<file path="src/dmem_pkg.sv">
//----------------------------------------
// Data memory subsystem definitions
// Request and response types, AHB encodings
// and the timer address map
//----------------------------------------

package dmem_pkg;

// Bus widths
localparam int DMEM_AWIDTH = 32;
localparam int DMEM_DWIDTH = 32;

//----------------------------------------
// Core-side memory interface
//----------------------------------------
typedef enum logic {
    MEM_CMD_RD = 1'b0,
    MEM_CMD_WR = 1'b1
} mem_cmd_e;

typedef enum logic [1:0] {
    MEM_WIDTH_BYTE  = 2'b00,
    MEM_WIDTH_HWORD = 2'b01,
    MEM_WIDTH_WORD  = 2'b10
} mem_width_e;

typedef enum logic [1:0] {
    MEM_RESP_IDLE   = 2'b00,    // No response this cycle
    MEM_RESP_RDY_OK = 2'b01,
    MEM_RESP_RDY_ER = 2'b10
} mem_resp_e;

typedef struct packed {
    mem_cmd_e                   cmd;
    mem_width_e                 width;
    logic [DMEM_AWIDTH-1:0]     addr;
    logic [DMEM_DWIDTH-1:0]     wdata;
} dmem_req_t;

typedef struct packed {
    mem_resp_e                  resp;
    logic [DMEM_DWIDTH-1:0]     rdata;
} dmem_rsp_t;

//----------------------------------------
// AHB-Lite encodings
//----------------------------------------
typedef enum logic [1:0] {
    HTRANS_IDLE   = 2'b00,
    HTRANS_NONSEQ = 2'b10
} htrans_e;

typedef enum logic [1:0] {
    AHB_IDLE = 2'b00,
    AHB_ADDR = 2'b01,
    AHB_DATA = 2'b10
} ahb_state_e;

// Timer window, 32 bytes
localparam logic [31:0] TIMER_ADDR_MASK    = 32'hFFFF_FFE0;
localparam logic [31:0] TIMER_ADDR_PATTERN = 32'h0049_0000;

// Timer register offsets
localparam logic [4:0] TIMER_CTRL_OFFS        = 5'h00;
localparam logic [4:0] TIMER_MTIME_LO_OFFS    = 5'h08;
localparam logic [4:0] TIMER_MTIME_HI_OFFS    = 5'h0C;
localparam logic [4:0] TIMER_MTIMECMP_LO_OFFS = 5'h10;
localparam logic [4:0] TIMER_MTIMECMP_HI_OFFS = 5'h14;

localparam int REQ_QUEUE_DEPTH = 2;     // AHB requests in flight

endpackage : dmem_pkg
</file>
<file path="src/dmem_subsys.sv">
//----------------------------------------
// Data memory subsystem top
// Router, timer, request queue, AHB master
//----------------------------------------
`timescale 1ns/1ps

module dmem_subsys import dmem_pkg::*; (
    input  logic                    clk,
    input  logic                    rst_n,
    // Core data port
    input  logic                    dmem_req,
    input  dmem_req_t               dmem_req_pkt,
    output logic                    dmem_req_ack,
    output dmem_rsp_t               dmem_rsp,
    output logic                    timer_irq,
    // AHB-Lite master
    output htrans_e                 htrans,
    output logic [DMEM_AWIDTH-1:0]  haddr,
    output logic [2:0]              hsize,
    output logic                    hwrite,
    output logic [DMEM_DWIDTH-1:0]  hwdata,
    input  logic                    hready,
    input  logic [DMEM_DWIDTH-1:0]  hrdata,
    input  logic                    hresp
);

logic       timer_sel;
dmem_req_t  timer_req;
dmem_rsp_t  timer_rsp;
logic       push;
dmem_req_t  push_req;
logic       full;
logic       pop;
logic       not_empty;
dmem_req_t  head_req;
dmem_rsp_t  ahb_rsp;

dmem_router i_router (
    .clk          (clk          ),
    .rst_n        (rst_n        ),
    .dmem_req     (dmem_req     ),
    .dmem_req_pkt (dmem_req_pkt ),
    .dmem_req_ack (dmem_req_ack ),
    .dmem_rsp     (dmem_rsp     ),
    .timer_sel    (timer_sel    ),
    .timer_req    (timer_req    ),
    .timer_rsp    (timer_rsp    ),
    .push         (push         ),
    .push_req     (push_req     ),
    .full         (full         ),
    .ahb_rsp      (ahb_rsp      )
);

dmem_timer i_timer (
    .clk       (clk       ),
    .rst_n     (rst_n     ),
    .timer_sel (timer_sel ),
    .timer_req (timer_req ),
    .timer_rsp (timer_rsp ),
    .timer_irq (timer_irq )
);

dmem_req_queue i_req_queue (
    .clk       (clk       ),
    .rst_n     (rst_n     ),
    .push      (push      ),
    .push_req  (push_req  ),
    .full      (full      ),
    .pop       (pop       ),
    .not_empty (not_empty ),
    .head_req  (head_req  )
);

dmem_ahb_bridge i_ahb_bridge (
    .clk       (clk       ),
    .rst_n     (rst_n     ),
    .not_empty (not_empty ),
    .head_req  (head_req  ),
    .pop       (pop       ),
    .ahb_rsp   (ahb_rsp   ),
    .htrans    (htrans    ),
    .haddr     (haddr     ),
    .hsize     (hsize     ),
    .hwrite    (hwrite    ),
    .hwdata    (hwdata    ),
    .hready    (hready    ),
    .hrdata    (hrdata    ),
    .hresp     (hresp     )
);

endmodule : dmem_subsys

</file>
<file path="src/dmem_ahb_bridge.sv">
//----------------------------------------
// AHB-Lite master bridge
// One transfer at a time from the queue head
//----------------------------------------
`timescale 1ns/1ps

module dmem_ahb_bridge import dmem_pkg::*; (
    input  logic                    clk,
    input  logic                    rst_n,
    // Queue side
    input  logic                    not_empty,
    input  dmem_req_t               head_req,
    output logic                    pop,
    output dmem_rsp_t               ahb_rsp,
    // AHB-Lite
    output htrans_e                 htrans,
    output logic [DMEM_AWIDTH-1:0]  haddr,
    output logic [2:0]              hsize,
    output logic                    hwrite,
    output logic [DMEM_DWIDTH-1:0]  hwdata,
    input  logic                    hready,
    input  logic [DMEM_DWIDTH-1:0]  hrdata,
    input  logic                    hresp
);

ahb_state_e state;
dmem_req_t  cur_req;    // Transfer in progress

assign pop = (state == AHB_IDLE) && not_empty;

//----------------------------------------
// Transfer FSM
//----------------------------------------
always_ff @(posedge clk, negedge rst_n) begin
    if (!rst_n) begin
        state <= AHB_IDLE;
    end else begin
        case (state)
            AHB_IDLE: if (not_empty) state <= AHB_ADDR;
            AHB_ADDR: if (hready)    state <= AHB_DATA;
            AHB_DATA: if (hready)    state <= AHB_IDLE;
            default:                 state <= AHB_IDLE;
        endcase
    end
end

always_ff @(posedge clk) begin
    if (pop) begin
        cur_req <= head_req;
    end
end

// Address phase held from the captured request
assign htrans = (state == AHB_ADDR) ? HTRANS_NONSEQ : HTRANS_IDLE;
assign haddr  = cur_req.addr;
assign hwrite = (state == AHB_ADDR) && (cur_req.cmd == MEM_CMD_WR);
assign hwdata = (state == AHB_DATA) ? cur_req.wdata : '0;

always_comb begin
    case (cur_req.width)
        MEM_WIDTH_BYTE:  hsize = 3'b000;
        MEM_WIDTH_HWORD: hsize = 3'b001;
        default:         hsize = 3'b010;    // Word
    endcase
end

//----------------------------------------
// Response at end of data phase
//----------------------------------------
always_comb begin
    ahb_rsp.resp  = MEM_RESP_IDLE;
    ahb_rsp.rdata = '0;
    if ((state == AHB_DATA) && hready) begin
        ahb_rsp.resp = hresp ? MEM_RESP_RDY_ER : MEM_RESP_RDY_OK;
        if (cur_req.cmd == MEM_CMD_RD) begin
            ahb_rsp.rdata = hrdata;
        end
    end
end

endmodule : dmem_ahb_bridge

</file>
<file path="src/dmem_req_queue.sv">
//----------------------------------------
// Request queue for AHB-bound requests
//----------------------------------------
`timescale 1ns/1ps

module dmem_req_queue import dmem_pkg::*; (
    input  logic        clk,
    input  logic        rst_n,
    input  logic        push,
    input  dmem_req_t   push_req,
    output logic        full,
    input  logic        pop,
    output logic        not_empty,
    output dmem_req_t   head_req
);

dmem_req_t                              mem [REQ_QUEUE_DEPTH];
logic [$clog2(REQ_QUEUE_DEPTH)-1:0]     wr_ptr;
logic [$clog2(REQ_QUEUE_DEPTH)-1:0]     rd_ptr;
logic [$clog2(REQ_QUEUE_DEPTH+1)-1:0]   count;
logic                                   wr_en;
logic                                   rd_en;

assign full      = int'(count) == REQ_QUEUE_DEPTH;
assign not_empty = count != '0;
assign wr_en     = push && !full;
assign rd_en     = pop && not_empty;
assign head_req  = mem[rd_ptr];

always_ff @(posedge clk) begin
    if (wr_en) begin
        mem[wr_ptr] <= push_req;
    end
end

always_ff @(posedge clk, negedge rst_n) begin
    if (!rst_n) begin
        wr_ptr <= '0;
        rd_ptr <= '0;
        count  <= '0;
    end else begin
        if (wr_en) begin
            wr_ptr <= (int'(wr_ptr) == REQ_QUEUE_DEPTH - 1) ? '0 : wr_ptr + 1'b1;
        end
        if (rd_en) begin
            rd_ptr <= (int'(rd_ptr) == REQ_QUEUE_DEPTH - 1) ? '0 : rd_ptr + 1'b1;
        end
        case ({wr_en, rd_en})
            2'b10:   count <= count + 1'b1;
            2'b01:   count <= count - 1'b1;
            default: ;
        endcase
    end
end

endmodule : dmem_req_queue

</file>
<file path="src/dmem_timer.sv">
//----------------------------------------
// Memory-mapped machine timer
// 64-bit mtime and mtimecmp, compare IRQ
//----------------------------------------
`timescale 1ns/1ps

module dmem_timer import dmem_pkg::*; (
    input  logic        clk,
    input  logic        rst_n,
    input  logic        timer_sel,
    input  dmem_req_t   timer_req,
    output dmem_rsp_t   timer_rsp,
    output logic        timer_irq
);

logic                   enable;
logic [63:0]            mtime;
logic [63:0]            mtimecmp;
logic [4:0]             offs;
logic                   mapped;
logic                   req_ok;
logic                   wr_ok;
logic [DMEM_DWIDTH-1:0] rd_val;
dmem_rsp_t              rsp_r;

assign offs = timer_req.addr[4:0];

// Register read mux
always_comb begin
    mapped = 1'b1;
    case (offs)
        TIMER_CTRL_OFFS:        rd_val = {31'd0, enable};
        TIMER_MTIME_LO_OFFS:    rd_val = mtime[31:0];
        TIMER_MTIME_HI_OFFS:    rd_val = mtime[63:32];
        TIMER_MTIMECMP_LO_OFFS: rd_val = mtimecmp[31:0];
        TIMER_MTIMECMP_HI_OFFS: rd_val = mtimecmp[63:32];
        default: begin
            mapped = 1'b0;
            rd_val = '0;
        end
    endcase
end

// Word accesses to mapped offsets only
assign req_ok = timer_sel && mapped && (timer_req.width == MEM_WIDTH_WORD);
assign wr_ok  = req_ok && (timer_req.cmd == MEM_CMD_WR);

//----------------------------------------
// Registers and counter
//----------------------------------------
always_ff @(posedge clk, negedge rst_n) begin
    if (!rst_n) begin
        enable   <= 1'b0;
        mtime    <= '0;
        mtimecmp <= '0;
    end else begin
        if (enable) begin
            mtime <= mtime + 64'd1;
        end
        // A written half overrides the increment
        if (wr_ok) begin
            case (offs)
                TIMER_CTRL_OFFS:        enable          <= timer_req.wdata[0];
                TIMER_MTIME_LO_OFFS:    mtime[31:0]     <= timer_req.wdata;
                TIMER_MTIME_HI_OFFS:    mtime[63:32]    <= timer_req.wdata;
                TIMER_MTIMECMP_LO_OFFS: mtimecmp[31:0]  <= timer_req.wdata;
                TIMER_MTIMECMP_HI_OFFS: mtimecmp[63:32] <= timer_req.wdata;
                default: ;
            endcase
        end
    end
end

// Response one cycle after select
always_ff @(posedge clk, negedge rst_n) begin
    if (!rst_n) begin
        rsp_r     <= '0;
        timer_irq <= 1'b0;
    end else begin
        if (!timer_sel) begin
            rsp_r.resp <= MEM_RESP_IDLE;
        end else begin
            rsp_r.resp <= req_ok ? MEM_RESP_RDY_OK : MEM_RESP_RDY_ER;
        end
        rsp_r.rdata <= (req_ok && !wr_ok) ? rd_val : '0;
        timer_irq   <= enable && (mtime >= mtimecmp);   // Quiet while stopped
    end
end

assign timer_rsp = rsp_r;

endmodule : dmem_timer

</file>
<file path="src/dmem_router.sv">
//----------------------------------------
// Data memory router
// Steers core requests to timer or AHB and
// returns responses in request order
//----------------------------------------
`timescale 1ns/1ps

module dmem_router import dmem_pkg::*; (
    input  logic        clk,
    input  logic        rst_n,
    // Core side
    input  logic        dmem_req,
    input  dmem_req_t   dmem_req_pkt,
    output logic        dmem_req_ack,
    output dmem_rsp_t   dmem_rsp,
    // Timer port
    output logic        timer_sel,
    output dmem_req_t   timer_req,
    input  dmem_rsp_t   timer_rsp,
    // AHB port through the queue
    output logic        push,
    output dmem_req_t   push_req,
    input  logic        full,
    input  dmem_rsp_t   ahb_rsp
);

logic       hit_timer;
logic       owner_timer;    // Port of outstanding requests
logic [1:0] out_cnt;
logic       port_free;
logic       timer_pend;
logic       rsp_done;

assign hit_timer  = (dmem_req_pkt.addr & TIMER_ADDR_MASK) == TIMER_ADDR_PATTERN;
assign port_free  = (out_cnt == 2'd0) || (owner_timer == hit_timer);
assign timer_pend = owner_timer && (out_cnt != 2'd0);

//----------------------------------------
// Acceptance
//----------------------------------------
always_comb begin
    if (!port_free) begin
        dmem_req_ack = 1'b0;        // Other port still busy
    end else if (hit_timer) begin
        dmem_req_ack = dmem_req && !timer_pend;
    end else begin
        dmem_req_ack = dmem_req && !full && (out_cnt < 2'd2);
    end
end

assign timer_sel = dmem_req_ack && hit_timer;
assign timer_req = dmem_req_pkt;
assign push      = dmem_req_ack && !hit_timer;
assign push_req  = dmem_req_pkt;

// Only the owning port can answer
assign dmem_rsp = owner_timer ? timer_rsp : ahb_rsp;
assign rsp_done = dmem_rsp.resp != MEM_RESP_IDLE;

always_ff @(posedge clk, negedge rst_n) begin
    if (!rst_n) begin
        owner_timer <= 1'b0;
        out_cnt     <= 2'd0;
    end else begin
        if (dmem_req_ack) begin
            owner_timer <= hit_timer;
        end
        case ({dmem_req_ack, rsp_done})
            2'b10:   out_cnt <= out_cnt + 2'd1;
            2'b01:   out_cnt <= out_cnt - 2'd1;
            default: ;                          // Hold on both or neither
        endcase
    end
end

endmodule : dmem_router

</file>
<file path="config.mk">
export PLATFORM = sky130hd
export DESIGN_NAME = dmem_subsys
export DESIGN_NICKNAME = d
export VERILOG_FILES = /design/src/dmem_pkg.sv /design/src/dmem_subsys.sv /design/src/dmem_ahb_bridge.sv /design/src/dmem_req_queue.sv /design/src/dmem_timer.sv /design/src/dmem_router.sv
export SDC_FILE = /design/constraint.sdc
export NUM_CORES = 1
export LEC_CHECK = 0
export ABC_AREA = 1
export BUFFER_PORTS_ARGS = -buffer_cell sky130_fd_sc_hd__buf_2
export CORE_MARGIN = 4
export CORE_UTILIZATION = 40
export DETAILED_ROUTE_END_ITERATION = 10
export GPL_ROUTABILITY_DRIVEN = 1
export PLACE_DENSITY_LB_ADDON = 0.3
export SLEW_MARGIN = 10
export SYNTH_ARGS = -nofsm -noshare
export SYNTH_HDL_FRONTEND = slang
export SYNTH_HIERARCHICAL = 1
export SYNTH_SLANG_ARGS = --single-unit
</file>
<file path="constraint.sdc">
create_clock -name clk -period 5.55 [get_ports clk]
set_input_delay 0.8325 -clock clk [delete_from_list [all_inputs] [get_ports clk]]
set_output_delay 0.8325 -clock clk [all_outputs]
set_load 0.1 [all_outputs]
</file>
After elaboration in Yosys (flattened, before gate mapping)
Memories as Yosys holds them, arrays and structs flattened. A register that Yosys moved wholly into a read port is not among the register bits.
Index checks and enable logic that the tools add are counted.
- memories: 1
- flip-flop bits (word level): 173
- output and inout bits: 106
- bits in writable memories: 134
- memory list (name ; words ; width ; rd ports ; clocked after Yosys merged registers in ; write ports ; RTL line ; source):
    i_req_queue.mem ; 2 ; 67 ; 1 ; 1 ; 1 ; dmem_req_queue.sv:17 ; dmem_req_t mem [REQ_QUEUE_DEPTH];
- $add $sub $neg: 7
- equality and inequality tests: 18
- magnitude comparators: 2
- multiplexer cells: 28
- reduce and logical (&&, ||, !) cells: 35
- operators by type and width (cell ; count):
    32-bit two-way mux ; 5
    32-bit case mux with 5 select lines ; 1
    64-bit two-way mux ; 2
    34-bit two-way mux ; 2
    64-bit by 1-bit adder with 64-bit output (second input constant) ; 1
    64-bit greater-or-equal comparator ; 1
    27-bit by 18-bit == test with 1-bit output (second input constant) ; 1
    1-bit logical AND ; 16
    2-bit two-way mux ; 7
    2-bit case mux with 2 select lines ; 3
    2-bit == test (second input constant) ; 5
    5-bit by 4-bit == test with 1-bit output (second input constant) ; 2
    5-bit == test (second input constant) ; 2
    2-bit nonzero test ; 5
    2-bit by 1-bit == test with 1-bit output (second input constant) ; 4
    1-bit two-way mux ; 7
    2-bit zero test ; 3
    2-bit case mux with 3 select lines ; 1
    2-bit AND reduction ; 3
    5-bit zero test ; 1
    5-bit OR reduction ; 1
    2-bit by 1-bit adder with 2-bit output (second input constant) ; 2
    1-bit zero test ; 4
    2-bit != test (second input constant) ; 2
    7 further kinds ; 9

Longest topological paths before layout
- depth after elaboration: 13
- gate-level depth with buffers: 19
- gate-level depth less buffers: 18

Cells and area by module
The synthesis kept the hierarchy.
- by module, submodules not included (module ; seq. area each (um^2) ; area each (um^2) ; instances ; cells an instance):
    dmem_timer ; 4103.9 ; 10273.6 ; 1 ; 1379
    dmem_req_queue ; 4124.0 ; 5109.9 ; 1 ; 382
    dmem_ahb_bridge ; 2062.0 ; 2957.8 ; 1 ; 264
    dmem_router ; 75.1 ; 1863.0 ; 1 ; 326

Worst setup path before layout
OpenSTA, ideal clock, no wires.
- path kind: input port to flip-flop
- from: input dmem_req_pkt[61] (netlist name)
- to: memory i_req_queue/mem[1][0] (netlist name), enable pin
- setup time: 493 ps
- arrival time: 4487 ps
- data required time: 5057 ps
- slack: 570 ps
- stages: 11
- path buffers: 0
- cells stage by stage: inv_1 nand2_1 nor2_2 nand2_1 nor2_1 nand2_2 a21oi_4 nand3_1 inv_1 o21ai_0 nor2_1
- word-level cells in the longest chain between the ends: 8
- elaborated cells between the ends (all ways): 10
- ends and longest elaborated chain (item ; RTL line ; source):
    start, declared ; dmem_subsys.sv:12 ; input dmem_req_t dmem_req_pkt,
    27-bit by 18-bit == test with 1-bit output * ; dmem_router.sv:34 ; assign hit_timer = (dmem_req_pkt.addr & TIMER_ADDR_MASK) == TIMER_ADDR_PATTERN;
    1-bit == test ; dmem_router.sv:35 ; assign port_free = (out_cnt == 2'd0) || (owner_timer == hit_timer);
    1-bit logical OR ; dmem_router.sv:35 ;
    1-bit two-way mux ; dmem_router.sv:42 ; if (!port_free) begin
    1-bit logical AND * ; dmem_router.sv:53 ; assign push = dmem_req_ack && !hit_timer;
    net push ; dmem_subsys.sv:30 ; logic push;
    1-bit logical AND * ; dmem_req_queue.sv:26 ; assign wr_en = push && !full;
    1-bit two-way mux * ; dmem_req_queue.sv:31 ; if (wr_en) begin
    1-bit two-way mux (not written as such) * ; dmem_req_queue.sv:32 ; mem[wr_ptr] <= push_req;
    end, declared ; dmem_req_queue.sv:17 ;
The timed path passes the listed nets; every way through them passes the cells marked *.

==> metrics.md <==
| Metric | Value |
|---|---|
| Result of the run | complete, no violations |
| Number of DRC violations after detailed-routing iteration 0 | 1087 |
| Worst Tran Pin Value | 0.8724 ns |
| Insertion delay of the later-clocked pin in the worst-skew pair | between 0.5 and 0.6 ns |
| Cell family with the largest share of critical-path delay | buffers and inverters |
| Final Hold Fails | 0 |
| Seq pwr share | 39.5% |
| Detailed-route via count | between 15000 and 20000 |
| Final core occ | 44.62% |
| Clock Power Share | 28.7% |
| Deepest clock path buffer count | 3 |
| Worst-path fanout max | 33 |
| Cell Rows | 81 |
| Largest net degree at the start of global routing | 77 |
| Worst Skew | 0.03402 ns |
| Met1 wire length | between 20000 and 25000 microns |
| Overall routing resource usage | 21.34% |
| Average wire length per cell after detail routing | 18.84 microns |
| Post-synth design cell area | 20000 sq um |
| Achievable Freq | 296.4 MHz |
| Critical path's largest stage delay | 0.65 ns |
| Sw frac | 40.55% |
| Syn avg cell area | 8.607 sq um |
| Class of the most critical hold timing path | input pin to async pin |
| Cell-by-cell trace of the critical path | inv_1, nand2_1, nor2_1, nand2_1, nand2_1, buf_2 |
| Critical Path Source Type | flip-flop |
| Core outline area | 49150 sq um |
| Vias in the first global route | 14950 |
| Critical-path top delay cell | inv_1 |
| Gate Count Post-Synth | 2324 |
| Rel. slew slack | a little over two fifths |
| IO Count | between 200 and 250 |
| Count of clock tree sinks | 374 |
| Post-detailed-routing wire length | 58070 microns |
| Most common cell after layout, fill and taps aside | nand2_1 |
| Wire length of the first global-routing pass | 88290 microns |
| CTS H-tree depth | 2 |
| Setup repair after global routing missed its margin | false |
| Post-CTS setup repair buffer count | 0 |
| Top routing layer in use | met5 |
| Count of final setup violators | 0 |
| Worst Setup Path Type | flip-flop to primary output |
| Pre-antenna DRT Iters | 5 |
| Reg clk slew, reported paths | 0.06 ns |
| Worst hold-check slack | 0.2921 ns |
| Antenna violations before repair | 3 |
| Leakage power | 9.964 nW |
| Routed length on met3 | 3961 microns |
| Clock tree from TritonCTS | yes |
| DRT antenna net count | 0 |
| Count of port buffers added during placement | 207 |
| Arrival time of data at the critical path endpoint | roughly 2.5 ns |
| Max IR drop VDD | between 0.2 and 0.3 mV |
| Number of remaining DRC errors | 0 |
| Area of the die | 53650 sq um |
| Pwr/cell area | 430.2 nW/um^2 |
| Combinational cell fraction of total power | 31.8% |
| Via-per-instance ratio | 4.978 |
| Required time worst endpoint | 4.72 ns |
| Nets | 2556 |
| Die Y-Extent | 231.6 microns |
| Hold buffers post-CTS | 0 |
| Switching power of the nets | 3.826 mW |
| Ratio of cells with drive above 1 in the final layout | between 10% and 20% |
| Share of the clock period used by the worst path | 60.78% |
| Internal power | roughly 5.6 mW |
| Crit path time final | 3.373 ns |
| Post-detailed-placement half-perimeter wirelength | 43040 microns |
| Wire length on met2 | 27060 microns |
| Commonest cells after routing, fill and taps aside | 752 x nand2_1, 259 x inv_1, 240 x nor2_1 |
| Initial core utilization | 40.69% |
| Nature of the critical path endpoint | primary output |
| Number of clock buffers inserted by TritonCTS | 41 |
| Syn-to-layout area delta | 9.658% |
| Setup tns final | 0 ns |
| # diodes | 0 |
| CP dominant cell by count | nand2_1 |
| Clock Root Buffer | clkbuf_16 |
| Count of buffer and inverter cells on the critical path | 2 |
| Synth Warn # | 6 |
| Post-CTS resize count | 0 |
| GP Congestion | 0.9500 |
| Total gr overflow | 0 |
| Number of slew-limit violations in the final report | 0 |
| Die Span X | 231.6 microns |
| Max-cap violations | 0 |
[area by class of cell]
cell class,count,area [sq um]
Multi-Input combinational cell,1470,7166
Clock inverter,16,202.7
Inverter,268,1006
Clock buffer,60,1147
Fill cell,4802,27220
Sequential cell,374,10370
Timing Repair Buffer,230,1215
Tap cell,664,830.8
[stage by stage]
step / cells / area (sq um) / power [mW] / setup WS [ns]
after floorplan: 2325 / 20010 / 6.450 / 0.5701
after global placement: 3006 / 20580 / 6.778 / 2.024
after detailed placement: 3006 / 20580 / 6.819 / 1.905
after CTS: 3082 / 21930 / 9.560 / 2.113
after global routing: 3082 / 21930 / 9.896 / 1.912
final: 3082 / 21930 / 9.437 / 2.177
[metal layers]
metal  vias up  GRT usage [%]
li1       7401              -
met1      7332          26.94
met2       493          34.93
met3       111          5.101
met4         6          9.583
met5         -              0
[power by group through the flow]
stage	Sequential (mW)	Clock [mW]	Combinational (mW)
6_report	3.73	2.71	3.00
5_1_grt	3.77	2.91	3.21
4_1_cts	3.73	2.79	3.04
3_5_place_dp	3.78	0	3.04
3_3_place_gp	3.77	0	3.01
2_1_floorplan	3.77	0	2.68
[worst paths after layout]
kind | startpoint | endpoint | slack, ns | depth (start not counted)
min in group clk | dmem_req_pkt[41] | i_req_queue/mem[1][41] | 0.46 | 1
max in group asynchronous | rst_n | i_timer/mtime[22] | 3.97 | 2
worst min register to register | i_req_queue/count[1] | i_req_queue/count[1] | 0.47 | 2
worst max register to register | i_router/owner_timer | i_timer/mtime[3] | 2.33 | 14
worst min-delay path | rst_n | i_timer/mtime[19] | 0.29 | 1
worst max-delay path | i_ahb_bridge/cur_req[66] | dmem_rsp[17] | 2.18 | 6
[flip-flops by register name, summed over array words and instances (netlist names)]
name / count
i_req_queue/rd_ptr: 1
i_ahb_bridge/state: 2
i_ahb_bridge/cur_req: 35
i_ahb_bridge/haddr: 32
i_timer/mtimecmp: 64
i_router/out_cnt: 2
i_timer/timer_irq: 1
i_timer/timer_rsp: 34
i_req_queue/wr_ptr: 1
i_timer/enable: 1
i_router/owner_timer: 1
i_req_queue/count: 2
i_timer/mtime: 64
i_req_queue/mem: 134
No activity file was read; power rests on OpenSTA's default activity.
